File: src/common/rsa_route_pkg.sv
// bank lane routing codes
package rsa_route_pkg;

  // bit 1 picks the bank, bit 0 mirrors the lanes
  // write-back reuses the same codes for the destination
  typedef enum logic [1:0] {
    SRC_TB_FWD = 2'b00,
    SRC_TB_REV = 2'b01,
    SRC_CB_FWD = 2'b10,
    SRC_CB_REV = 2'b11
  } route_e;

  // covariance bank selected
  function automatic logic route_is_cb(input route_e r);
    return (r == SRC_CB_FWD) || (r == SRC_CB_REV);
  endfunction

  // lane i maps to lane L-1-i
  function automatic logic route_is_rev(input route_e r);
    return (r == SRC_TB_REV) || (r == SRC_CB_REV);
  endfunction

endpackage

File: src/common/rsa_pkg.sv
// systolic array geometry
package rsa_pkg;

  // PE grid size, X rows by Y columns
  // rows take the A operands
  localparam int ROWS_DEF = 4;

  // columns take the B operands
  localparam int COLS_DEF = 4;

  // word lanes per memory bank
  // must cover both ROWS_DEF and COLS_DEF
  localparam int LANES_DEF = 4;

  // operand and result word
  localparam int DATA_W_DEF = 16;

  // accumulator width
  // a full product plus guard bits for long tiles
  localparam int ACC_W_DEF = 40;

endpackage
File: src/hw/bank_route/result_route.sv
// result write-back steering
module result_route #(
  parameter int ROWS   = rsa_pkg::ROWS_DEF,
  parameter int LANES  = rsa_pkg::LANES_DEF,
  parameter int DATA_W = rsa_pkg::DATA_W_DEF
) (
  input  logic                         clk,
  input  logic                         i_rst_n,
  input  logic                         i_c_valid,
  input  logic [ROWS-1:0][DATA_W-1:0]  i_c_col,
  input  rsa_route_pkg::route_e        i_route,
  output logic [LANES-1:0][DATA_W-1:0] o_tb_wdata,
  output logic [LANES-1:0][DATA_W-1:0] o_cb_wdata,
  output logic [LANES-1:0]             o_tb_we,
  output logic [LANES-1:0]             o_cb_we
);

  logic [LANES-1:0][DATA_W-1:0] lane_word;
  logic [LANES-1:0]             lane_mask;
  logic                         to_cb;

  assign to_cb = rsa_route_pkg::route_is_cb(i_route);

  // row i lands on lane i or lane L-1-i
  always_comb begin
    lane_word = '0;
    lane_mask = '0;
    for (int r = 0; r < ROWS; r++) begin
      if (rsa_route_pkg::route_is_rev(i_route)) begin
        lane_word[LANES-1-r] = i_c_col[r];
        lane_mask[LANES-1-r] = 1'b1;
      end else begin
        lane_word[r] = i_c_col[r];
        lane_mask[r] = 1'b1;
      end
    end
  end

  // strobes only on drain beats, other bank held low
  always_ff @(posedge clk) begin
    if (!i_rst_n) begin
      o_tb_we <= '0;
      o_cb_we <= '0;
    end else begin
      o_tb_we <= (i_c_valid && !to_cb) ? lane_mask : '0;
      o_cb_we <= (i_c_valid && to_cb) ? lane_mask : '0;
    end
  end

  // both banks see the words, the strobes decide
  always_ff @(posedge clk) begin
    o_tb_wdata <= lane_word;
    o_cb_wdata <= lane_word;
  end

endmodule

File: config.mk
export PLATFORM = sky130hd
export DESIGN_NAME = result_route
export DESIGN_NICKNAME = d
export VERILOG_FILES = /design/src/common/rsa_route_pkg.sv /design/src/common/rsa_pkg.sv /design/src/hw/bank_route/result_route.sv
export SDC_FILE = /design/constraint.sdc
export NUM_CORES = 1
export LEC_CHECK = 0
export BUFFER_PORTS_ARGS = -buffer_cell sky130_fd_sc_hd__buf_4
export CAP_MARGIN = 20
export CORE_UTILIZATION = 37
export DETAILED_ROUTE_END_ITERATION = 8
export PLACE_DENSITY = 0.82
export SLEW_MARGIN = 0
export SYNTH_ARGS = -nofsm -noshare
export SYNTH_HDL_FRONTEND = slang
export SYNTH_SLANG_ARGS = --single-unit
File: constraint.sdc
create_clock -name clk -period 0.9 [get_ports clk]
set_input_delay 0.18 -clock clk [delete_from_list [all_inputs] [get_ports clk]]
set_output_delay 0.18 -clock clk [all_outputs]
set_load 0.01 [all_outputs]
# == Word-level counts from Yosys, hierarchy flattened ==
# Index checks and enable logic that the tools add are counted.
# word_totals
reg_bits,72
inputBits,69
output_inout_bits,136
word_cells,20
# classes
n_eq_ne,3
n_mux,6
reduce_logical,5
# ops
op,count
$mux W16,4
$mux W4,2
$eq A2 B2 Y1 const B,2
$eq A2 B1 Y1 const B,1
$logic_and A1 B1 Y1,2
$logic_or A1 B1 Y1,2
$logic_not A1 Y1,1

# == Longest topological paths before layout ==
# depth
depth_word,5
depth_mapped,3
ltp_nobuf,1

# == Worst setup path before layout ==
# Ideal clock, no wire load.
# synth_path
kind,in2reg
from,in i_route[0]
to,reg o_cb_wdata[0] in the netlist's numbering
setup_time_ps,121
arrival_time_ps,785
required_ps,779
setup_slack_ps,-7
cell_stages,3
n_path_buf,2
cell_sequence,buf_6 > buf_12 > mux2_4
# synth_rtl
item,line,rtl
"start, declared",result_route.sv:11,"input rsa_route_pkg::route_e i_route,"
"end signal, assigned",result_route.sv:53,o_cb_wdata <= lane_word;
"end, declared",result_route.sv:13,"output logic [LANES-1:0][DATA_W-1:0] o_cb_wdata,"

==> impl_metrics.yaml <==
outcome:
  status: "finished with violations"
  violations: "negative setup slack"
power_and_ir_drop:
  seqPwrFrac: 0.460
  p_clk_frac: 0.275
  netSwitchingFraction: 0.256
  ir_drop_mv: 0.854
  cell_internal_pwr_mw: 5.55
  comb_power_share: 0.265
  p_switching_mw: 1.91
  p_leak_nw: 2.35
  p_per_area_nw_per_um2: 1570
layout:
  area_growth_pct: 62.1
  fillers: 584
  regArea_sq_um: 1410
  utilization: 0.620
  multiInputGateArea_sq_um: 961
  fin_nets: 421
  drive_gt1_frac: 0.989
  finalInstanceArea_sq_um: 4760
  insertedDiodeCount: 0
floorplanning:
  die_x_microns: 91.1
  dieArea_sq_um: 8300
  core_region_area_sq_um: 7690
  chipHeight_microns: 91.1
  io_pins: 205
  start_util: 0.382
  row_count: 32
grt:
  grt_pass1_vias: 2028
  grt.total_usage: 0.152
  gr-total-overflow: 0
  grt_first_pass_wirelength_microns: 9640
  antenna_found_initial: 0
  grt_max_degree: 26
route:
  wl_per_cell_microns: 14.2
  avgViaCountPerCell: 4.27
  post-route-drc-count: 0
  drtIter0Drc: 26
  ant_nets: 0
  wl_microns: 6500
  dr.pass1.iters: 4
  num_vias: 1959
setup_path:
  path_buf_inv: 1
  cp_top_family: "flip-flops"
  critical_path.cell_chain: "buf_6"
  cp_max_fo: 4
  crit_required_ns: 0.72
  critical_path.slowest_cell: "dfxtp_4"
  crit_path_start_kind: "register"
  critical_path_arrival_ns: 0.81
  cp-end-kind: "primary output"
  critPathMaxStageDelay_ns: 0.37
  critical_path_class: "register to primary output"
timing:
  drv_slew: 0
  worstMarginPinSlew_ns: 0.189
  max-slew-margin-rel: 0.874
  layout_min_cycle_time_ns: 0.992
  timing.fmax_ghz: 1.01
  rsz0062_at_grt: "true"
  setup_slack_ns: -0.0918
  finalHoldViolCount: 0
  fin_crit_sh: 1.10
  setup_viol: 136
clocking:
  cts_hold_buf: 0
  h-tree-depth: 3
  clockRootBuffer: "clkbuf_8"
  clkSlewWorstSetupHoldPaths_ns: 0.07
  cts.sinks: 66
  cts_tree: "done"
  cts_buffers: 9
  clock_path_buffers: 2
synth:
  ys_types: 8
  synth_nets: 278
  ys_warn_count: 0
  postSynthAreaPerCell_sq_um: 14.1
  synth_seq_cells: 66
  syn_area_sq_um: 2940
  syn_inst: 209
  seq_area_frac_synth: 0.450
placed_design:
  placed_area_sq_um: 4000
  io_buffers: 204
  routabilityCongestion: 0.700
  dp_hpwl_microns: 4810
min_path:
  hold_path.class: "input port to register"
run:
  drv_cap: 0
## cells by family after synthesis
logic type,after synthesis,synth area share
flops,66,0.450
mux,64,0.322
simple gates,2,0.00511
buf+inv,77,0.223
## Yosys cell counts
library cell / instances / area share
mux2_2: 4 / 0.015
dfxtp_1: 66 / 0.45
and3_1: 1 / 0.0021
mux2_4: 60 / 0.31
and3b_1: 1 / 0.0030
buf_12: 6 / 0.041
buf_4: 70 / 0.18
buf_6: 1 / 0.0038
## layout make-up
cell class                      count  share of cell area
Clock buffer                       11              0.0276
Clock inverter                      5             0.00657
Multi-Input combinational cell     66               0.202
Sequential cell                    66               0.296
Tap cell                          102              0.0268
Timing Repair Buffer              209               0.442
## placed cells by master, fill, tap and decap left out, types with 2 or more instances in the layout
master | synthesis | final
buf_6 | 1 | 136
buf_4 | 70 | 71
dfxtp_2 | 0 | 64
mux2_4 | 60 | 60
clkbuf_8 | 0 | 9
mux2_2 | 4 | 4
clkinv_2 | 0 | 3
clkbuf_1 | 0 | 2
dfxtp_4 | 0 | 2
buf_12 | 6 | 2
## final timing paths
kind,startpoint,endpoint,slack [ns],cells past startpoint
setup / recovery,o_tb_we[2],o_tb_we[0],-0.09,1
hold / removal,i_c_col[11],o_cb_wdata[59],0.08,2
## stage by stage
stage	setup slack (ns)	hold WS (ns)	cells	setup TNS (ns)	power [mW]
global route	-0.133	0.0552	459	-13.11	7.80
detailed placement	-0.117	0.418	443	-4.40	5.06
CTS	-0.108	0.0638	459	-10.28	7.53
finish	-0.0918	0.0818	459	-7.67	7.46
floorplan	0.0185	0.323	209	0	4.39
global placement	-0.0976	0.415	443	-3.58	5.02
## routing by layer
metal  vias to the layer above  global-route usage  part of all wire  routed length (microns)
met1                       935               0.129              0.32                     2070
met2                       108               0.318              0.59                     3860
met3                         7              0.0536             0.076                      491
met5                         -                   0                 0                        0
li1                        909                   -                 -                        -
met4                         0              0.0516             0.011                       74
## power by group through the flow
stage | clock [mW] | sequential (mW) | combinational, mW
after floorplan | 0 | 3.45 | 0.938
after global placement | 0 | 3.35 | 1.67
after detailed placement | 0 | 3.36 | 1.71
after CTS | 2.13 | 3.43 | 1.98
after global routing | 2.27 | 3.45 | 2.08
final | 2.05 | 3.43 | 1.98
## sequential cells by signal, indices dropped and copies added (netlist names)
name / flops
o_tb_we: 1
o_cb_wdata: 64
o_cb_we: 1
## repair_timing
item	in CTS	in global routing
endpoints found under the setup margin	136	136
gates resized for setup	200	4
setup buffers	0	0
No activity file was read; power rests on OpenSTA's default activity.
