==> src/common/rsa_pkg.sv <==
// systolic array geometry
package rsa_pkg;

  // PE grid size, X rows by Y columns
  // rows take the A operands
  localparam int ROWS_DEF = 4;

  // columns take the B operands
  localparam int COLS_DEF = 4;

  // word lanes per memory bank
  // must cover both ROWS_DEF and COLS_DEF
  localparam int LANES_DEF = 4;

  // operand and result word
  localparam int DATA_W_DEF = 16;

  // accumulator width
  // a full product plus guard bits for long tiles
  localparam int ACC_W_DEF = 40;

endpackage
==> src/hw/bank_route/b_const_buf.sv <==
// constant B vector buffer
module b_const_buf #(
  parameter int COLS   = rsa_pkg::COLS_DEF,
  parameter int DATA_W = rsa_pkg::DATA_W_DEF
) (
  input  logic                        clk,
  input  logic                        i_rst_n,
  input  logic [DATA_W-1:0]           i_tb_lane0,
  input  logic                        i_b_load,
  input  logic                        i_use_const,
  input  logic [COLS-1:0][DATA_W-1:0] i_b_routed,
  output logic [COLS-1:0][DATA_W-1:0] o_b_vec
);

  // one extra count so a full buffer is visible
  localparam int PTR_W = $clog2(COLS + 1);

  logic [COLS-1:0][DATA_W-1:0] const_q;
  logic [PTR_W-1:0]            wr_ptr;
  logic                        wr_ok;

  // extra load beats past the last slot are dropped
  assign wr_ok = i_b_load && (wr_ptr < PTR_W'(COLS));

  always_ff @(posedge clk) begin
    if (!i_rst_n) begin
      wr_ptr <= '0;
    end else if (!i_b_load) begin
      wr_ptr <= '0;
    end else if (wr_ok) begin
      wr_ptr <= wr_ptr + 1'b1;
    end
  end

  // one word per load beat, slot 0 first
  always_ff @(posedge clk) begin
    if (wr_ok) begin
      const_q[wr_ptr] <= i_tb_lane0;
    end
  end

  // mux sits after the lane register, no extra cycle
  assign o_b_vec = i_use_const ? const_q : i_b_routed;

endmodule

==> config.mk <==
export PLATFORM = sky130hd
export DESIGN_NAME = b_const_buf
export DESIGN_NICKNAME = d
export VERILOG_FILES = /design/src/common/rsa_pkg.sv /design/src/hw/bank_route/b_const_buf.sv
export SDC_FILE = /design/constraint.sdc
export NUM_CORES = 1
export LEC_CHECK = 0
export BUFFER_PORTS_ARGS = -buffer_cell sky130_fd_sc_hd__buf_2
export CAP_MARGIN = 10
export CORE_AREA = 2 2 91 110
export DETAILED_ROUTE_END_ITERATION = 7
export DIE_AREA = 0 0 93 112
export SLEW_MARGIN = 30
export SYNTH_ARGS = -nofsm -noshare
export SYNTH_HDL_FRONTEND = slang
export SYNTH_SLANG_ARGS = --single-unit
==> constraint.sdc <==
create_clock -name clk -period 2 [get_ports clk]
set_input_delay 0.4 -clock clk [delete_from_list [all_inputs] [get_ports clk]]
set_output_delay 0.4 -clock clk [all_outputs]
set_load 0.03 [all_outputs]
# Yosys cells after proc, flatten, opt, wreduce, memory -nomap -nowiden
# Index checks and enable logic that the tools add are counted.
[word_totals] ff_bits=67 in_bits=84 output_inout_bits=64 wordCells=16
[op_classes] add_sub_neg=1 order_cmp=3 mux=4 reduce_logical=3
[op_table] operator="$bwmux W64" n=1
[op_table] operator="$mux W64" n=1
[op_table] operator="$demux W16 S2" n=1
[op_table] operator="$mux W16" n=1
[op_table] operator="$lt A3 B3 Y1 const B" n=2
[op_table] operator="$add A3 B1 Y3 const B" n=1
[op_table] operator="$ge A3 B1 Y1 const B" n=1
[op_table] operator="$logic_and A1 B1 Y1" n=2
[op_table] operator="$reduce_and A2 Y1" n=1

# Depth between registers and ports, before layout
# Gate-level depths: netlist (run 1).
[depth] depth_word=5 mapped_depth=4 depth_no_buf=4

# Worst setup path before layout (run 1)
# OpenSTA, ideal clock, no wires.
[synth_path] kind="input-to-output" start="in i_use_const" end="out o_b_vec[0] (netlist name)" arrival_time_ps=1069 required_ps=1600 slack_ps=531 path_stages=3 n_path_buf=2 path_cell_list="buf_6 > buf_12 > mux2_4"
[synth_rtl] item="from (decl)" line_no="b_const_buf.sv:10" text="input logic i_use_const,"
[synth_rtl] item="to (decl)" line_no="b_const_buf.sv:12" text="output logic [COLS-1:0][DATA_W-1:0] o_b_vec"

==> results of run 1 <==
==> registers in the layout (all words and copies together) (netlist names) <==
register and count:
const_q 64, wr_ptr 3
==> worst paths after layout <==
| check | startpoint | endpoint | slack (ps) | cells past startpoint |
|---|---|---|---|---|
| worst max register to register | wr_ptr[2]$_SDFFE_PN0P_ | const_q[47]$_DFFE_PP_ | 550 | 3 |
| worst min-delay path | i_tb_lane0[10] | const_q[42]$_DFFE_PP_ | 290 | 1 |
| worst min register to register | wr_ptr[2]$_SDFFE_PN0P_ | wr_ptr[2]$_SDFFE_PN0P_ | 540 | 2 |
| worst max-delay path | i_use_const | o_b_vec[10] | 270 | 4 |
==> through the flow <==
stage,area (sq um),power (W),utilization [%],std cells
floorplan,3200,0.00203,-,157
global placement,4090,0.00221,43.6,432
detailed placement,4090,0.00222,43.6,432
CTS,4400,0.00386,46.9,448
global route,4400,0.00394,46.9,448
finish,4400,0.00380,46.9,448
==> worst reg2reg max path: stages (launching register included) <==
cell and delay, ps:
dfxtp_1 350, nor2b_1 210, and2_1 370, buf_4 230
==> logic make-up after synthesis <==
logic type,Yosys count,share of synthesized area [%]
multiplexers,65,29.9
buffers and inverters,10,4.46
XOR/XNOR,1,0.274
AND/OR/NAND/NOR,8,1.33
flip-flops,67,61.9
AO/OA/AOI/OAI,1,0.156
adder cells (fa/ha/maj),5,1.96
==> metal layers <==
| layer | wire, microns | track usage [%] | share of wire, % | up-vias |
|---|---|---|---|---|
| li1 | - | - | - | 930 |
| met1 | 2610 | 14.2 | 39 | 919 |
| met2 | 3510 | 23.1 | 52 | 92 |
| met3 | 485 | 3.86 | 7.2 | 11 |
| met4 | 136 | 5.88 | 2.0 | 0 |
| met5 | 0 | 0 | 0 | - |
==> power by group through the flow <==
stage / logic, W / registers (W) / clock network [W]
after global placement: 0.000588 / 0.00163 / 0
after detailed placement: 0.000598 / 0.00163 / 0
final: 0.000591 / 0.00160 / 0.00161
after CTS: 0.000599 / 0.00160 / 0.00166
after global routing: 0.000627 / 0.00160 / 0.00172
after floorplan: 0.000410 / 0.00162 / 0
==> final cells by class <==
| type | count | area, sq um | share of cell area, % |
|---|---|---|---|
| clock buffer | 10 | 229 | 5.21 |
| multi-input combinational | 80 | 1070 | 24.4 |
| sequential | 67 | 1980 | 45.1 |
| timing repair buffer | 159 | 866 | 19.7 |
| tap | 123 | 154 | 3.50 |
| inverter | 3 | 11.3 | 0.256 |
| clock inverter | 6 | 80.1 | 1.82 |
==> layout by cell type, fill, tap and decap left out, drive strengths merged <==
cell type and instances:
xor2 1, ha 5, inv 3, clkinvlp 1, a21oi 1, clkinv 3
clkbuf 10, nor2b 1, mux2 64, dfxtp 3, edfxtp 64, and2 4
mux2i 1, nand2 1, nor2 2, buf 159, bufinv 2
==> impl_metrics.toml, run 1 <==
[timing]
finalCriticalPeriod_ps = 1730
worst_slew_pin_slew_ps = 340
finalCritPeriodShare_pct = 86.7
setup_viol = 0
finalSetupTns_ps = 0
slew_headroom_pct = 77.3
skew_ps = 4.80
fin_ws_ps = 266
rsz0062_at_grt = "no"
max_freq_mhz = 577
finalMaxSlewViolations = 0
finalHoldViolations = 0
hold_slack_ps = 293

[floorplanning]
io_pins = 148
initial_utilization_pct = 34.1
die_area_sq_mm = 0.0104
core_area_sq_mm = 0.00937
die_h_microns = 112
placementRows = 39
die_w_microns = 93

[logic_synthesis]
netlist_top_cells_count = "edfxtp_1 (64), mux2_4 (60), buf_12 (6)"
synth_nets = 246
synth.top_cells.by_area = "edfxtp_1 (60%), mux2_4 (28%), buf_12 (3.8%)"
synth_edf_count = 64
syn_area_sq_mm = 0.00320
syn_area_per_cell_sq_um = 20.4
syn_inst = 157
synth.most_common_cell = "edfxtp_1"
ys_seq_area_share_pct = 61.9
synth_top_area_share_pct = 60.1
async_reset_ff_share_pct = 0
synth_warnings = 0
synth_seq_cells = 67
synth_flop_cell = "edfxtp_1"
yosysUniqueCellTypes = 15
yosysTopAreaCell = "edfxtp_1"

[pwr]
switchingPower_w = 0.000868
p_per_area_mw_per_mm2 = 864
p_leak_nw = 1.99
netSwitchingFraction_pct = 22.9
pwr-share-clk_pct = 42.4
internal_power_w = 0.00293
ir_drop_v = 0.000555
share_comb_of_total_power_pct = 15.6
power.share.sequential_pct = 42.1

[drt]
wl_per_cell_microns = 15.1
dr.pass1.iters = 4
vias = 1952
drtAntennaViolNets = 0
routed_via_density = 4.36
drc_errors = 0
drt-initial-drc-count = 50
drt_wl_total_microns = 6740

[status]
outcome = "finished clean"

[grt]
grt_pass1_vias = 2072
grt_overflow_total = 0
antenna_found_initial = 0
grt_max_degree = 25
grt_pass1_wl_microns = 10200
grt.total_usage_pct = 13.0

[clocking]
numCtsBuffers = 9
cts_tree = "yes"
ctsHoldBuffers = 0
ctsHtreeMaxLevel = 3
post_cts_resized = 0
clockBufferDepth = 2
post_cts_buffers = 0
root_buffer = "clkbuf_16"
clk_pin_slew_ps = 50
clkLatencyLatePin_ps = 320
clock_sinks = 67

[worst_setup_path]
crit_type = "primary input to primary output"
arrival_ps = 1330
cp_top_family = "buffers and inverters"
critPathLaunchType = "primary input"
required_ps = 1600
crit_path_top_delay_cell = "mux2_4"
crit_path_end_kind = "primary output"
worstPathCellList = "buf_4 > buf_12 > mux2_4 > buf_2"
cp_num_buf_inv = 3
slowest_delay_ps = 320
critPathMaxFanout = 24

[final_layout]
drive_gt1_share_pct = 72.6
nNetsFinal = 409
diodes = 0
syn_to_final_growth_pct = 37.4
fillers = 843

[placed_design]
dpl.hpwl_microns = 5160
numPortBuffers = 147
gp_congestion = 0.691
dp_slack_ps = 264

[run]
maxCapViolations = 0

[min_path]
hold_path.class = "primary input to flip-flop"
No activity file was read; power rests on OpenSTA's default activity.
==> run 2, diff against run 1 <==
--- a/config.mk
+++ b/config.mk
@@ -7,9 +7,10 @@
 export LEC_CHECK = 0
 export BUFFER_PORTS_ARGS = -buffer_cell sky130_fd_sc_hd__buf_2
 export CAP_MARGIN = 10
-export CORE_AREA = 2 2 91 110
+export CORE_AREA = 2 2 85 103
 export DETAILED_ROUTE_END_ITERATION = 7
-export DIE_AREA = 0 0 93 112
+export DIE_AREA = 0 0 87 105
+export PLACE_DENSITY = 0.69
 export SLEW_MARGIN = 30
 export SYNTH_ARGS = -nofsm -noshare
 export SYNTH_HDL_FRONTEND = slang
==> run 2 against run 1 <==
Power decreased by 16%. Clock skew decreased by 0.99 ps. Setup slack got worse by 14 ps. Global-route usage increased by 0.95 points. Combinational power decreased by 0.7%.
==> impl_metrics.toml, run 2 (synthesized netlist as in run 1, its figures left out) <==
[status]
outcome = "finished clean"

[drt]
drtAntennaViolNets = 0
drt-initial-drc-count = 80
dr.pass1.iters = 3
drc_errors = 0
routed_via_density = 4.52
wl_per_cell_microns = 15.1
drt_wl_total_microns = 6330
vias = 1889

[floorplanning]
placementRows = 36
die_area_sq_mm = 0.00914
core_area_sq_mm = 0.00806
io_pins = 148
die_h_microns = 105
initial_utilization_pct = 39.7
die_w_microns = 87

[final_layout]
final_cell_mix = "buf_2 (146), edfxtp_1 (64), mux2_4 (60)"
largest_reg_flops = 64
diodes = 0
drive_gt1_share_pct = 72.8
fin_cells = 418
top_register = "const_q"
largestRegisters = "const_q: 64 flops, wr_ptr: 3 flops"
fin_area_sq_mm = 0.00422
final_common_cell = "buf_2"
syn_to_final_growth_pct = 32.0
nNetsFinal = 409

[timing]
finalHoldViolations = 0
max_freq_mhz = 572
setup_viol = 0
finalSetupTns_ps = 0
finalCritPeriodShare_pct = 87.4
finalCriticalPeriod_ps = 1750
worst_slew_pin_slew_ps = 262
slew_headroom_pct = 82.5
rsz0062_at_grt = "no"
skew_ps = 3.81
finalMaxSlewViolations = 0

[grt]
antenna_found_initial = 0
grt.total_usage_pct = 14.0
grt_pass1_wl_microns = 9430
grt_overflow_total = 0
grt_max_degree = 29
grt_pass1_vias = 1840

[placed_design]
dpl.hpwl_microns = 4930
numPortBuffers = 147
dp.cells = 404
dpl-instance-area_sq_mm = 0.00405
gp_congestion = 0.725

[pwr]
switchingPower_w = 0.000782
power.share.sequential_pct = 50.1
ir_drop_v = 0.000356
pwr-share-clk_pct = 31.4
share_comb_of_total_power_pct = 18.4
p_per_area_mw_per_mm2 = 753
netSwitchingFraction_pct = 24.6
p_leak_nw = 1.93
internal_power_w = 0.00240

[worst_setup_path]
crit_path_top_delay_cell = "mux2_4"
arrival_ps = 1350
cp_num_buf_inv = 3
critPathMaxFanout = 28
crit_path_end_kind = "primary output"
required_ps = 1600
crit_type = "primary input to primary output"
worstPathCellList = "buf_4 > buf_12 > mux2_4 > buf_2"
critPathLaunchType = "primary input"
slowest_delay_ps = 320
cp_top_family = "buffers and inverters"

[clocking]
ctsHtreeMaxLevel = 3
post_cts_resized = 0
cts_tree = "yes"
clock_sinks = 67
root_buffer = "clkbuf_8"
clockBufferDepth = 2
post_cts_buffers = 0
ctsHoldBuffers = 0
clk_pin_slew_ps = 70
numCtsBuffers = 9
clkLatencyLatePin_ps = 340

[min_path]
hold_path.class = "primary input to flip-flop"

[run]
maxCapViolations = 0
run 2: cell count changes in the layout (fill, tap and decap cells not counted):
| cell | previous run | this run |
|---|---|---|
| clkinv_2 | 1 | 2 |
| clkbuf_8 | 0 | 9 |
| clkinv_1 | 2 | 1 |
| clkinvlp_4 | 1 | 0 |
| bufinv_16 | 2 | 1 |
| clkbuf_16 | 9 | 0 |
run 2: power by group through the flow:
stage	clock network, W	registers (W)	logic (W)
floorplan	0	0.00162	0.000410
global placement	0	0.00163	0.000586
detailed placement	0	0.00163	0.000594
CTS	0.00102	0.00160	0.000595
global route	0.00111	0.00160	0.000621
finish	0.00100	0.00160	0.000587
run 2: stage by stage:
step / setup WS [ps] / total power (W) / hold WS, ps / util [%]
CTS: 238 / 0.00321 / 265 / 52.4
detailed placement: 241 / 0.00222 / 536 / 50.3
floorplan: 531 / 0.00203 / 499 / -
finish: 252 / 0.00318 / 278 / 52.4
global route: 215 / 0.00333 / 256 / 52.4
global placement: 256 / 0.00221 / 523 / 50.3
run 2: final timing paths:
path | endpoint | slack (ps) | startpoint | depth (start not counted)
setup reg to reg | const_q[57]$_DFFE_PP_ | 640 | wr_ptr[0]$_SDFFE_PN0P_ | 4
hold / removal | const_q[3]$_DFFE_PP_ | 280 | i_tb_lane0[3] | 1
hold reg to reg | wr_ptr[2]$_SDFFE_PN0P_ | 540 | wr_ptr[2]$_SDFFE_PN0P_ | 2
setup / recovery | o_b_vec[14] | 250 | i_use_const | 4
run 2: worst reg2reg max path, cell delays in order, from the launching register on:
cell and delay [ps]:
dfxtp_1 400, ha_1 170, ha_1 120, and2_1 130
buf_4 230
run 2: metal layers:
layer	vias to the layer above	wire [microns]	global-route usage, %
li1	922	-	-
met1	870	2530	16.2
met2	90	3200	23.3
met3	7	506	5.06
met4	0	88	5.36
met5	-	0	0
run 2: area by class of cell:
class / instances / area [sq um]
clock inverter: 4 / 43.8
inverter: 3 / 11.3
multi-input combinational: 80 / 1070
fill: 691 / 3840
tap: 95 / 119
timing repair buffer: 159 / 866
sequential: 67 / 1980
clock buffer: 10 / 128
==> run 3, diff against run 2 <==
--- a/config.mk
+++ b/config.mk
@@ -10,7 +10,7 @@
 export CORE_AREA = 2 2 85 103
 export DETAILED_ROUTE_END_ITERATION = 7
 export DIE_AREA = 0 0 87 105
-export PLACE_DENSITY = 0.69
+export PLACE_DENSITY = 0.7
 export SLEW_MARGIN = 30
 export SYNTH_ARGS = -nofsm -noshare
 export SYNTH_HDL_FRONTEND = slang
==> run 3 against run 2 <==
Die area unchanged. Critical path type unchanged. Count of clock-buffer cells in the layout decreased by 1. Power shrank 0.74%.
==> impl_metrics.toml, run 3 (synthesized netlist as in run 1, its figures left out) <==
[status]
outcome = "finished clean"

[floorplanning]
die_area_sq_mm = 0.00914
placementRows = 36
die_w_microns = 87
die_h_microns = 105
io_pins = 148
initial_utilization_pct = 39.7
core_area_sq_mm = 0.00806

[final_layout]
fin_util_pct = 52.1
drive_gt1_share_pct = 72.2
fillers = 708
syn_to_final_growth_pct = 31.3
top_register = "const_q"
largest_reg_flops = 64
final_cell_mix = "buf_2 (146), edfxtp_1 (64), mux2_4 (60)"
largestRegisters = "const_q: 64 flops, wr_ptr: 3 flops"
diodes = 0
nNetsFinal = 406
final_common_cell = "buf_2"

[timing]
max_freq_mhz = 565
finalCritPeriodShare_pct = 88.4
setup_viol = 0
finalHoldViolations = 0
finalSetupTns_ps = 0
slew_headroom_pct = 77.2
rsz0062_at_grt = "no"
finalMaxSlewViolations = 0
skew_ps = 6.74
worst_slew_pin_slew_ps = 342
hold_slack_ps = 285
finalCriticalPeriod_ps = 1770

[worst_setup_path]
crit_type = "primary input to primary output"
critPathMaxFanout = 35
critPathLaunchType = "primary input"
crit_path_end_kind = "primary output"
rr_startpoint = "wr_ptr[2]$_SDFFE_PN0P_"
arrival_ps = 1370
required_ps = 1600
critPathLaunch = "i_use_const"

[drt]
routed_via_density = 4.49
drt-initial-drc-count = 83
dr.pass1.iters = 4
wl_per_cell_microns = 15.0
vias = 1863
drt_wl_total_microns = 6240
drc_errors = 0
drtAntennaViolNets = 0

[grt]
antenna_found_initial = 0
grt_overflow_total = 0
grt_pass1_vias = 1785
grt_pass1_wl_microns = 9120
grt_max_degree = 36
grt.total_usage_pct = 13.6

[placed_design]
numPortBuffers = 147
dpl.hpwl_microns = 4870
gp_congestion = 0.689

[pwr]
power.total_w = 0.00316
ir_drop_v = 0.000514
p_leak_nw = 1.92
p_per_area_mw_per_mm2 = 752

[run]
maxCapViolations = 0

[clocking]
numCtsBuffers = 9
post_cts_resized = 0
root_buffer = "clkbuf_8"
clock_sinks = 67
clkLatencyLatePin_ps = 330
ctsHtreeMaxLevel = 3
ctsHoldBuffers = 0
clk_pin_slew_ps = 60
cts_tree = "yes"
post_cts_buffers = 0
clockBufferDepth = 2

[min_path]
holdCritStartpoint = "i_tb_lane0[5]"
hold_path.class = "primary input to flip-flop"
## run 3: area by class of cell
class                           count  area [sq um]  share of cell area [%]
Clock inverter                      5          46.3                    1.10
Inverter                            3          11.3                   0.268
Multi-Input combinational cell     80          1070                    25.6
Sequential cell                    67          1980                    47.2
Timing Repair Buffer              156           843                    20.1
Tap cell                           95           119                    2.83
Clock buffer                        9           124                    2.95
## run 3: power breakdown
| part | switching [W] | internal, W |
|---|---|---|
| clock network | 0.000436 | 0.000546 |
| logic | 0.000320 | 0.000262 |
| registers | 0.0000127 | 0.00158 |
| total | 0.000769 | 0.00239 |
## run 3: path summary, 6_finish.rpt
check,end,slack (ps),cells past startpoint
setup / recovery,o_b_vec[28],230,4
hold / removal,const_q[37]$_DFFE_PP_,290,1
setup reg to reg,const_q[3]$_DFFE_PP_,550,3
hold reg to reg,wr_ptr[2]$_SDFFE_PN0P_,540,2
## run 3: per-stage QoR
stage / setup WS (ps) / cell area, sq um / cells
3_3_place_gp: 246 / 4030 / 401
5_1_grt: 189 / 4200 / 415
6_report: 231 / 4200 / 415
2_1_floorplan: 531 / 3200 / 157
3_5_place_dp: 228 / 4030 / 401
4_1_cts: 222 / 4200 / 415
## run 3: per-layer routing
layer / GRT usage [%] / up-vias / wire length [microns]
met5: 0 / - / 0
met4: 5.92 / 0 / 129
met3: 5.06 / 13 / 477
met2: 23.0 / 92 / 3260
met1: 15.1 / 841 / 2370
li1: - / 917 / -
## run 3: critical path, stage by stage
cell	delay (ps)
buf_4	170
buf_12	270
mux2_4	330
buf_2	180
