--- src/common/rsa_route_pkg.sv ---
// bank lane routing codes
package rsa_route_pkg;

  // bit 1 picks the bank, bit 0 mirrors the lanes
  // write-back reuses the same codes for the destination
  typedef enum logic [1:0] {
    SRC_TB_FWD = 2'b00,
    SRC_TB_REV = 2'b01,
    SRC_CB_FWD = 2'b10,
    SRC_CB_REV = 2'b11
  } route_e;

  // covariance bank selected
  function automatic logic route_is_cb(input route_e r);
    return (r == SRC_CB_FWD) || (r == SRC_CB_REV);
  endfunction

  // lane i maps to lane L-1-i
  function automatic logic route_is_rev(input route_e r);
    return (r == SRC_TB_REV) || (r == SRC_CB_REV);
  endfunction

endpackage

--- src/common/rsa_pkg.sv ---
// systolic array geometry
package rsa_pkg;

  // PE grid size, X rows by Y columns
  // rows take the A operands
  localparam int ROWS_DEF = 4;

  // columns take the B operands
  localparam int COLS_DEF = 4;

  // word lanes per memory bank
  // must cover both ROWS_DEF and COLS_DEF
  localparam int LANES_DEF = 4;

  // operand and result word
  localparam int DATA_W_DEF = 16;

  // accumulator width
  // a full product plus guard bits for long tiles
  localparam int ACC_W_DEF = 40;

endpackage
--- src/hw/bank_route/lane_select.sv ---
// registered bank lane selector
module lane_select #(
  parameter int  LANES  = rsa_pkg::LANES_DEF,
  parameter int  N      = rsa_pkg::ROWS_DEF,
  parameter int  DATA_W = rsa_pkg::DATA_W_DEF,
  parameter type T      = logic [rsa_pkg::ROWS_DEF-1:0][rsa_pkg::DATA_W_DEF-1:0]
) (
  input  logic                         clk,
  input  logic                         i_rst_n,
  input  logic [LANES-1:0][DATA_W-1:0] i_tb_word,
  input  logic [LANES-1:0][DATA_W-1:0] i_cb_word,
  input  rsa_route_pkg::route_e        i_route,
  output T                             o_vec
);

  logic [LANES-1:0][DATA_W-1:0] bank;
  logic [N-1:0][DATA_W-1:0]     pick;

  always_comb begin
    // bank first, then lane order
    if (rsa_route_pkg::route_is_cb(i_route)) begin
      bank = i_cb_word;
    end else begin
      bank = i_tb_word;
    end
    // only the first N array lanes are used
    for (int n = 0; n < N; n++) begin
      if (rsa_route_pkg::route_is_rev(i_route)) begin
        pick[n] = bank[LANES-1-n];
      end else begin
        pick[n] = bank[n];
      end
    end
  end

  // one cycle from bank word to operand vector
  always_ff @(posedge clk) begin
    if (!i_rst_n) begin
      o_vec <= '0;
    end else begin
      o_vec <= T'(pick);
    end
  end

endmodule

--- config.mk ---
export PLATFORM = sky130hd
export DESIGN_NAME = lane_select
export DESIGN_NICKNAME = d
export VERILOG_FILES = /design/src/common/rsa_route_pkg.sv /design/src/common/rsa_pkg.sv /design/src/hw/bank_route/lane_select.sv
export SDC_FILE = /design/constraint.sdc
export NUM_CORES = 1
export LEC_CHECK = 0
export BUFFER_PORTS_ARGS = -buffer_cell sky130_fd_sc_hd__buf_2
export CAP_MARGIN = 25
export CORE_MARGIN = 2
export CORE_UTILIZATION = 35
export CTS_CLUSTER_SIZE = 14
export DETAILED_ROUTE_END_ITERATION = 6
export GPL_ROUTABILITY_DRIVEN = 0
export PLACE_DENSITY = 0.77
export SLEW_MARGIN = 30
export SYNTH_ARGS = -nofsm -noshare
export SYNTH_HDL_FRONTEND = slang
export SYNTH_SLANG_ARGS = --single-unit
export TNS_END_PERCENT = 10
--- constraint.sdc ---
create_clock -name clk -period 2.14 [get_ports clk]
set_input_delay 0.107 -clock clk [delete_from_list [all_inputs] [get_ports clk]]
set_output_delay 0.107 -clock clk [all_outputs]
set_load 0.02 [all_outputs]
Yosys cells after proc, flatten, opt, wreduce, memory -nomap -nowiden
Index checks and enable logic that the tools add are counted.

word-level totals
  logic and storage cells = 14
  bits in read-only memories = 0
  bits in latches = 0
  output and inout bits = 64
  input port bits = 132
  register bits = 64
  memories = 0
  bits in writable memories = 0

cells by class
  div/mod/pow operators = 0
  add/sub/neg operators = 0
  bitwise operators = 0
  multipliers = 0
  equality and inequality tests = 3
  shift operators = 0
  muxes and demuxes = 5
  $lt $le $gt $ge = 0
  reductions and logical operators = 2

operators by type and width
  cell                number
  $mux 16             4
  $mux 64             1
  $eq 2x2->1 const B  2
  $eq 2x1->1 const B  1
  $logic_or 1x1->1    2

Longest topological paths before layout
Gate-level depths: netlist of the first run.

  depth after elaboration = 4
  gate-level depth with buffers = 4

Worst setup path after synthesis of the first run
Ideal clock, no wire load.

  path type = input to register
  start point = in i_route[1]
  end point = reg o_vec[21] (netlist bit)
  required time = 2.006 ns
  setup time = 0.134 ns
  path slack = 1.271 ns
  stages = 4
  buffers on the path = 2
  data arrival time = 0.735 ns
  path through = buf_6 > buf_8 > mux2i_1 > o22ai_1

between the ends
  cells in the longest elaborated chain, start to end = 4
  elaborated cells between the ends (all ways) = 7
  classes of those cells = eq/ne: 3; mux: 2; reduce/logical: 2

ends and longest elaborated chain
  item                           RTL line                                  source
  from (decl)                    lane_select.sv:12                         input rsa_route_pkg::route_e i_route,
  $eq 2x2->1 (on tied branches)  rsa_route_pkg.sv:15, rsa_route_pkg.sv:20
  $logic_or 1x1->1               rsa_route_pkg.sv:15                       return (r == SRC_CB_FWD) || (r == SRC_CB_REV);
  $mux 64                        lane_select.sv:21                         if (rsa_route_pkg::route_is_cb(i_route)) begin
  $mux 16 (*)                    lane_select.sv:28                         if (rsa_route_pkg::route_is_rev(i_route)) begin
  to (signal assigned)           lane_select.sv:41                         o_vec <= T'(pick);
  to (decl)                      lane_select.sv:13                         output T o_vec

Mark *: on every way between the ends. The rest lies on a longest branch, timed or not.
A chain may end at the register's enable or synchronous reset.

Worst setup path after layout of the first run
  start point = in i_route[1]
  end point = reg o_vec[60] (netlist bit)

Same word-level chain as after synthesis.

==> results.md, run 1 <==
* Drc violations at 0
* VDD IR max at around 340 uV
* Synth Warn # at 0
* Worst-Margin Slew at 0.562 ns
* Sequential area share after synthesis at 0.511
* Mapped Nets at roughly 350
* Max reg flops at 64
* Placed cells at between 400 and 500
* Status: completed
* Hold slack at ~0.086 ns
* Share of post-route cells with drive strength above 1 at 0.526
* M1 GR Usage at 0.169
* Yosys reg bits at 64
* Longest Clk Path Bufs at 2
* Post-CTS setup buffer count at 0
* Starting Density at 0.365
* Iteration-0 DRC Markers at 35
* Post-DRT Antenna Nets at 0
* Critical Path Start: i_route[1]
* Met2 usage at 0.314
* Syn avg cell area at 11.7 um^2
* Rows at 30
* CTS Sinks at 64
* Vias at 2424
* Startpoint types: input port
* WL per Instance at 13.8 um
* Die height at slightly below 90 um
* Worst min path class: input port to flip-flop
* Total CTS buffers at 9
* Arr. time, crit path at 1.20 ns
* Final Critical Period at 1.02 ns
* Critical path type: input port to flip-flop
* CTS tree: done
* Post-synthesis cell area at ~2500 um^2
* Fin. Hold Viols at 0
* Worst-path maximum fanout at 31
* Post-CTS Resized at 0
* Fin nets at 536
* Most frequent cells in the layout: 194 x buf_2, 64 x mux2i_1, 64 x o22ai_1, 64 x dfxtp_1, 10 x clkbuf_8
* Largest regs: o_vec (64)
* Synth-to-Final Area Change at 46.4%
* Min-delay src: i_tb_word[59]
* Htree depth at 3
* Antenna violations before repair at 0
* Required @ worst endpoint at between 2 and 2.5 ns
* Routed WL at just under 7000 um
* Chip Width at approximately 90 um
* Global Route Usage Sum at 0.166
* Max Cap Viol at 0
* Post-Syn Instances at around 210
* # hold bufs at CTS at 0
* Grt ovf at 0
* Vias per cell at ~4.8
* Largest net degree at the start of global routing at 39
* Met3 Use GR at 0.0457
* DIE AREA at a little under 8000 um^2
* Most common cell after layout, fill and taps aside: buf_2
* Antenna diode count at 0
* Via count of the first global-routing pass at 2319
* PD cells at approximately 760 nW/um^2
* Io pins at 196
* Yosys cell types at 11
* Max Freq at a little under 1000 MHz
* GR peak layer: met2
* Max_slew headroom at 0.625
* Slew Viols, Final at 0
* CTS Root Cell: clkbuf_8
* Leak Pwr at between 0.0015 and 0.002 uW
* Post-DP HPWL at about 5400 um
* Tcrit/Tclk final at 0.477
* First-pass DRT Iterations at 4
* First-pass GRT wire length at between 9000 and 10000 um
* Port Buffers at 195
* Core area at 6870 um^2
* WHS Path Cells at 3
* Largest reg by FF count: o_vec
* Crit end category: flip-flop
* Final Setup Violations at 0
* Clock Pin Slew Worst Setup and Hold Paths at roughly 0.070 ns
* Final non-filler cell total at approximately 500
* Unrepaired setup endpoints after global routing: false
* Fin Setup TNS at 0 ns
-- cells by family after synthesis --
logic type	share of synthesized area
AO/OA/AOI/OAI	0.160
buffers and inverters	0.0694
flip-flops	0.511
multiplexers	0.256
AND/OR/NAND/NOR	0.00399
-- layer usage --
layer,vias up,part of all wire
li1,1207,-
met1,1094,0.38
met2,111,0.53
met3,12,0.076
met4,0,0.017
met5,-,0
-- worst max-delay path, stage by stage --
cell	delay (ns)
buf_4	0.38
buf_12	0.30
mux2i_1	0.29
o22ai_1	0.11
-- synth_stat cells --
master / instances / area, um^2
buf_12: 3 / 60.1
buf_2: 4 / 20.0
buf_4: 1 / 7.51
buf_6: 1 / 11.3
buf_8: 3 / 45.0
clkbuf_1: 8 / 30.0
dfxtp_1: 64 / 1280
mux2i_1: 64 / 641
nand2_1: 1 / 3.75
nand2b_1: 1 / 6.26
o22ai_1: 64 / 400
-- layout make-up --
class / instances / area, um^2
Fill cell: 654 / 3200
Sequential cell: 64 / 1280
Multi-Input combinational cell: 130 / 1060
Clock buffer: 12 / 145
Tap cell: 96 / 120
Timing Repair Buffer: 199 / 1050
Clock inverter: 4 / 20.0
-- power breakdown --
group | switching [uW] | total [uW] | internal [uW]
Combinational | 337 | 599 | 262
Clock | 421 | 866 | 445
Sequential | 21.1 | 1310 | 1290
Total | 780 | 2780 | 2000
-- path summary, 6_finish.rpt --
check	endpoint	slack, ns
hold / removal	o_vec[11]$_SDFF_PN0_	0.09
setup / recovery	o_vec[60]$_SDFF_PN0_	1.12
-- through the flow --
step	power [uW]	util	cell area [um^2]	setup slack, ns
after floorplan	1700	-	2510	1.27
after global placement	1920	0.510	3500	0.826
after detailed placement	1940	0.510	3500	0.771
after CTS	2820	0.534	3670	1.12
after global routing	2920	0.534	3670	1.05
final	2780	0.534	3670	1.12
Power figures use the tool's default switching activity.
==> inputs of run 2 (changes only) <==
- PLACE_DENSITY: 0.77 -> 0.8
- clock period: 2.14 -> 0.88 ns (I/O delays scaled with it)
==> run 2 against run 1 <==
  * Clock power grew to 2.8 times the previous value
  * First-iteration DRC count up 54%
  * Die area stayed put
  * Critical path type is now flip-flop to output port
  * Critical endpoint is now o_vec[59]
  * Largest cell class unchanged
==> results.md, run 2 (synthesized netlist as in run 1, its figures left out) <==
* Status: completed (unchanged)
* Slew Viols, Final at 0 (unchanged)
* Largest regs: o_vec (64) (unchanged)
* VDD IR max at 786 uV (was 343 uV)
* Final Critical Period at between 0.8 and 0.9 ns
* Core area at 6870 um^2 (unchanged)
* Crit path to: o_vec[59] (was o_vec[60]$_SDFF_PN0_)
* Worst-Margin Slew at 0.237 ns (was 0.562 ns)
* Post-CTS setup buffer count at 0 (unchanged)
* Iteration-0 DRC Markers at 54 (was 35)
* Port Buffers at 195 (unchanged)
* Rows at 30 (unchanged)
* CP max-delay cell: dfxtp_1 (was buf_4)
* Routed WL at 7230 um (was 6960 um)
* Largest net degree at the start of global routing at 33 (was 39)
* First-pass DRT Iterations at 4 (unchanged)
* Critical Path Start: o_vec[59]$_SDFF_PN0_ (was i_route[1])
* Unrepaired setup endpoints after global routing: true (was false)
* Chip Width at 88.6 um (unchanged)
* Fin nets at 538 (was 536)
* Die height at 88.6 um (unchanged)
* CTS Sinks at 64 (unchanged)
* Worst-path maximum fanout at 1 (was 31)
* Final Setup Violations at 0 (unchanged)
* Global Route Usage Sum at 0.173 (was 0.166)
* Post-DRT Antenna Nets at 0 (unchanged)
* Worst min path class: input port to flip-flop (unchanged)
* Arr. time, crit path at 0.80 ns (was 1.20 ns)
* First-pass GRT wire length at 10400 um (was 10000 um)
* Tcrit/Tclk final at 0.954
* Grt ovf at 0 (unchanged)
* Drc violations at 0 (unchanged)
* Total CTS buffers at 9 (unchanged)
* Most common cell after layout, fill and taps aside: buf_2 (unchanged)
* Io pins at 196 (unchanged)
* Top cell family by delay on the critical path: flip-flops (was buffers and inverters)
* Fillers at 612 (was 654)
* Share of post-route cells with drive strength above 1 at 0.543 (was 0.526)
* DIE AREA at 7850 um^2 (unchanged)
* Longest Clk Path Bufs at 2 (unchanged)
* Max Freq at roughly 1200 MHz
* Starting Density at 0.365 (unchanged)
* Critical path type: flip-flop to output port (was input port to flip-flop)
* Clock Pin Slew Worst Setup and Hold Paths at 0.07 ns (about the same)
* Max Cap Viol at 0 (unchanged)
* Vias per cell at 4.95 (was 4.80)
* Hold slack at 0.0158 ns (was 0.0861 ns)
* Fin. Hold Viols at 0 (unchanged)
* Critical path's largest stage delay at 0.31 ns (was 0.38 ns)
* PD cells at 1870 nW/um^2 (was 757 nW/um^2)
* Antenna diode count at 0 (unchanged)
* Largest reg by FF count: o_vec (unchanged)
* Htree depth at 3 (unchanged)
* CTS Root Cell: clkbuf_8 (unchanged)
* Most frequent cells in the layout: 153 x buf_2, 64 x mux2i_1, 64 x o22ai_1 (was 194 x buf_2, 64 x mux2i_1, 64 x o22ai_1, 64 x dfxtp_1, 10 x clkbuf_8)
* CTS tree: done (unchanged)
* Crit end category: output port (was flip-flop)
* Synth-to-Final Area Change at 55.2% (was 46.4%)
* WL per Instance at 14.3 um (was 13.8 um)
* Fin Setup TNS at 0 ns (unchanged)
* Post-DP HPWL at 5580 um (was 5430 um)
* Max reg flops at 64 (unchanged)
* Worst Path Buf+Inv at 1 (was 2)
* Max_slew headroom at 0.838 (was 0.625)
* Stages on the worst setup path at 1 (was 4)
* Startpoint types: flip-flop (was input port)
* Critical Path, Cell by Cell: buf_2 (was buf_4 > buf_12 > mux2i_1 > o22ai_1)
* Leak Pwr at 0.00201 uW (was 0.00195 uW)
* Antenna violations before repair at 0 (unchanged)
* Vias at 2509 (was 2424)
* Required @ worst endpoint at 0.84 ns (was 2.32 ns)
* Via count of the first global-routing pass at 2348 (was 2319)
[run 2: cell count changes in the layout (fill, tap and decap cells not counted), moves of 2 or more]
cell / previous run / this run
buf_12: 3 / 6
buf_2: 194 / 153
buf_4: 2 / 35
buf_6: 0 / 7
clkinv_2: 4 / 2
dfxtp_1: 64 / 59
dfxtp_2: 0 / 5
[run 2: metal layers]
metal / part of all wire / vias to the layer above / global-route usage
li1: - / 1214 / -
met1: 0.36 / 1164 / 0.180
met2: 0.55 / 120 / 0.320
met3: 0.076 / 11 / 0.0578
met4: 0.015 / 0 / 0.0661
met5: 0 / - / 0
[run 2: power by group]
part | internal, uW | switching, uW
logic | 760 | 831
clock network | 1380 | 1070
registers | 3140 | 71.3
[run 2: layout make-up]
| class | instances | area [um^2] | area share |
|---|---|---|---|
| clock buffer | 11 | 141 | 0.0364 |
| clock inverter | 5 | 56.3 | 0.0145 |
| multi-input combinational | 130 | 1060 | 0.272 |
| sequential | 64 | 1290 | 0.331 |
| tap | 96 | 120 | 0.0309 |
| timing repair buffer | 201 | 1230 | 0.316 |
[run 2: timing repair]
item	in CTS	in global routing
hold buffers	0	0
cloned	0	0
endpoints found under the hold margin	0	0
pin swaps	0	0
gates resized for setup	6	48
endpoints found under the setup margin	5	40
[run 2: worst min-delay path by stage]
| stage | startpoint | endpoint | slack (ns) | depth (start not counted) |
|---|---|---|---|---|
| after global placement | i_tb_word[36] | o_vec[20]$_SDFF_PN0_ | 0.33 | 3 |
| after floorplan | i_tb_word[36] | o_vec[20]$_SDFF_PN0_ | 0.23 | 2 |
| after detailed placement | i_tb_word[24] | o_vec[24]$_SDFF_PN0_ | 0.35 | 3 |
| after global routing | i_tb_word[50] | o_vec[50]$_SDFF_PN0_ | 0.01 | 3 |
| final | i_tb_word[36] | o_vec[20]$_SDFF_PN0_ | 0.02 | 3 |
| after CTS | i_tb_word[36] | o_vec[20]$_SDFF_PN0_ | 0.0007 | 3 |
[run 2: per-stage QoR]
stage	area, um^2	total power (uW)	instances	util	setup slack, ns
after floorplan	2510	4130	214	-	0.0742
after global placement	3560	4710	491	0.518	-0.0600
after detailed placement	3560	4750	491	0.518	-0.0866
after CTS	3770	7240	507	0.548	0.00120
after global routing	3890	7610	507	0.566	-0.00863
final	3890	7260	507	0.566	0.0407
==> inputs of run 3 (changes only) <==
- CAP_MARGIN: 25 -> unset
- PLACE_DENSITY: 0.8 -> 0.77
- clock period: 0.88 -> 0.9 ns (I/O delays scaled with it)
==> run 3 against run 2 <==
  * Count of clock-buffer cells in the layout increased by 1
  * Sequential cell count did not move
  * Design area down 3.4%
  * Via count shrank 1.3%
  * Highest routed layer unchanged
==> results.md, run 3 (synthesized netlist as in run 1, its figures left out) <==
* Leak Pwr at 0.00199 uW (was 0.00201 uW)
* Tcrit/Tclk final at 0.941
* Max Cap Viol at 0 (unchanged)
* VDD IR max at 777 uV (was 786 uV)
* Sw power at 1870 uW (was 1980 uW)
* CTS Sinks at 64 (unchanged)
* Worst-Margin Slew at 0.298 ns (was 0.237 ns)
* Final Critical Period at between 0.8 and 0.9 ns
* Part of the power in registers at 0.441 (was 0.443)
* Drc violations at 0 (unchanged)
* Critical Path, Cell by Cell: buf_4 (was buf_2)
* Critical path type: flip-flop to output port (unchanged)
* DIE AREA at 7850 um^2 (unchanged)
* Largest regs: o_vec (64) (unchanged)
* Clock Pin Slew Worst Setup and Hold Paths at 0.07 ns (about the same)
* Max_slew headroom at 0.796 (was 0.838)
* Fin. Hold Viols at 0 (unchanged)
* Vias per cell at 4.90 (was 4.95)
* Hold slack at 0.0133 ns (was 0.0158 ns)
* Antenna diode count at 0 (unchanged)
* First-pass GRT wire length at 10200 um (was 10400 um)
* Register area at 1280 um^2 (was 1290 um^2)
* Post-DRT Antenna Nets at 0 (unchanged)
* Clock power share at 0.353 (was 0.338)
* Post-CTS Resized at 0 (was 6)
* Antenna violations before repair at 0 (unchanged)
* Unrepaired setup endpoints after global routing: false (was true)
* Port Buffers at 195 (unchanged)
* Max Freq at between 1000 and 1500 MHz
* Area of the multi-input gates at 1060 um^2 (unchanged)
* Status: completed (unchanged)
* Sw frac at 0.265 (was 0.272)
* Final non-filler cell total at 506 (was 507)
* Grt ovf at 0 (unchanged)
* Fillers at 622 (was 612)
* Htree depth at 3 (unchanged)
* WL per Instance at 13.7 um (was 14.3 um)
* Share of post-route cells with drive strength above 1 at 0.532 (was 0.543)
* P_int at 5190 uW (was 5280 uW)
* Io pins at 196 (unchanged)
* Most frequent cells in the layout: 191 x buf_2, 64 x mux2i_1, 64 x o22ai_1, 64 x dfxtp_1, 12 x clkbuf_8 (was 153 x buf_2, 64 x mux2i_1, 64 x o22ai_1)
* Routed WL at 6930 um (was 7230 um)
* Starting Density at 0.365 (unchanged)
* Max reg flops at 64 (unchanged)
* Startpoint types: flip-flop (unchanged)
* Arr. time, crit path at 0.80 ns (about the same)
* Total CTS buffers at 9 (unchanged)
* PD cells at 1880 nW/um^2 (was 1870 nW/um^2)
* Slew Viols, Final at 0 (unchanged)
* Final Setup Violations at 0 (unchanged)
* Fin nets at 538 (unchanged)
* Placed cells at 491 (unchanged)
* Post-DP HPWL at 5350 um (was 5580 um)
* Global Route Usage Sum at 0.170 (was 0.173)
* CTS tree: done (unchanged)
* Final Instance Area at 3760 um^2 (was 3890 um^2)
* Most common cell after layout, fill and taps aside: buf_2 (unchanged)
* Synth-to-Final Area Change at 49.9% (was 55.2%)
* Via count of the first global-routing pass at 2363 (was 2348)
* Worst-path maximum fanout at 1 (unchanged)
* Die height at 88.6 um (unchanged)
* Critical path's largest stage delay at 0.33 ns (was 0.31 ns)
* Post-CTS setup buffer count at 0 (unchanged)
* Largest net degree at the start of global routing at 45 (was 33)
* Placed cell area at 3540 um^2 (was 3560 um^2)
* Top cell family by delay on the critical path: flip-flops (unchanged)
* CP max-delay cell: dfxtp_1 (unchanged)
* CTS Root Cell: clkbuf_8 (unchanged)
* Combinational power share at 0.205 (was 0.219)
* Iteration-0 DRC Markers at 66 (was 54)
* Worst min path class: input port to flip-flop (unchanged)
* Rows at 30 (unchanged)
* Required @ worst endpoint at 0.85 ns (was 0.84 ns)
* Largest reg by FF count: o_vec (unchanged)
* Core area at 6870 um^2 (unchanged)
* Worst Path Buf+Inv at 1 (unchanged)
* Chip Width at 88.6 um (unchanged)
* First-pass DRT Iterations at 4 (unchanged)
* Vias at 2477 (was 2509)
* Crit end category: output port (unchanged)
* # hold bufs at CTS at 0 (unchanged)
* Longest Clk Path Bufs at 2 (unchanged)
==> run 3: worst paths after layout <==
check,from,endpoint,slack (ns),depth (start not counted)
min,i_cb_word[20],o_vec[36]$_SDFF_PN0_,0.01,3
max,o_vec[8]$_SDFF_PN0_,o_vec[8],0.05,1
==> run 3: layout make-up <==
type                            count  area share
Sequential cell                    64       0.341
Timing Repair Buffer              201       0.291
Clock inverter                      3      0.0107
Clock buffer                       12      0.0440
Multi-Input combinational cell    130       0.281
Tap cell                           96      0.0320
==> run 3: tightest hold or removal path, stage by stage <==
cell and delay (ns):
buf_2 0.08, mux2i_1 0.07, o22ai_1 0.10
==> run 3: routing by layer <==
layer	track usage	vias up	routed length [um]
met4	0.0923	0	163
met2	0.314	125	3660
li1	-	1208	-
met1	0.167	1126	2530
met3	0.0513	18	578
met5	0	-	0
==> run 3: power by group through the flow <==
stage | Combinational (uW) | Sequential (uW) | Clock [uW]
2_1_floorplan | 549 | 3490 | 0
3_3_place_gp | 1420 | 3180 | 0
3_5_place_dp | 1460 | 3180 | 0
4_1_cts | 1460 | 3120 | 2570
5_1_grt | 1570 | 3140 | 2690
6_report | 1450 | 3120 | 2500
==> run 3: metrics by stage <==
stage           util  setup TNS, ns  setup WS (ns)  total power [uW]
2_1_floorplan      -              0         0.0932              4040
3_3_place_gp   0.516         -0.465        -0.0849              4600
3_5_place_dp   0.516          -1.63         -0.130              4640
4_1_cts        0.546              0         0.0248              7150
5_1_grt        0.547              0       0.000273              7400
6_report       0.547              0         0.0527              7060
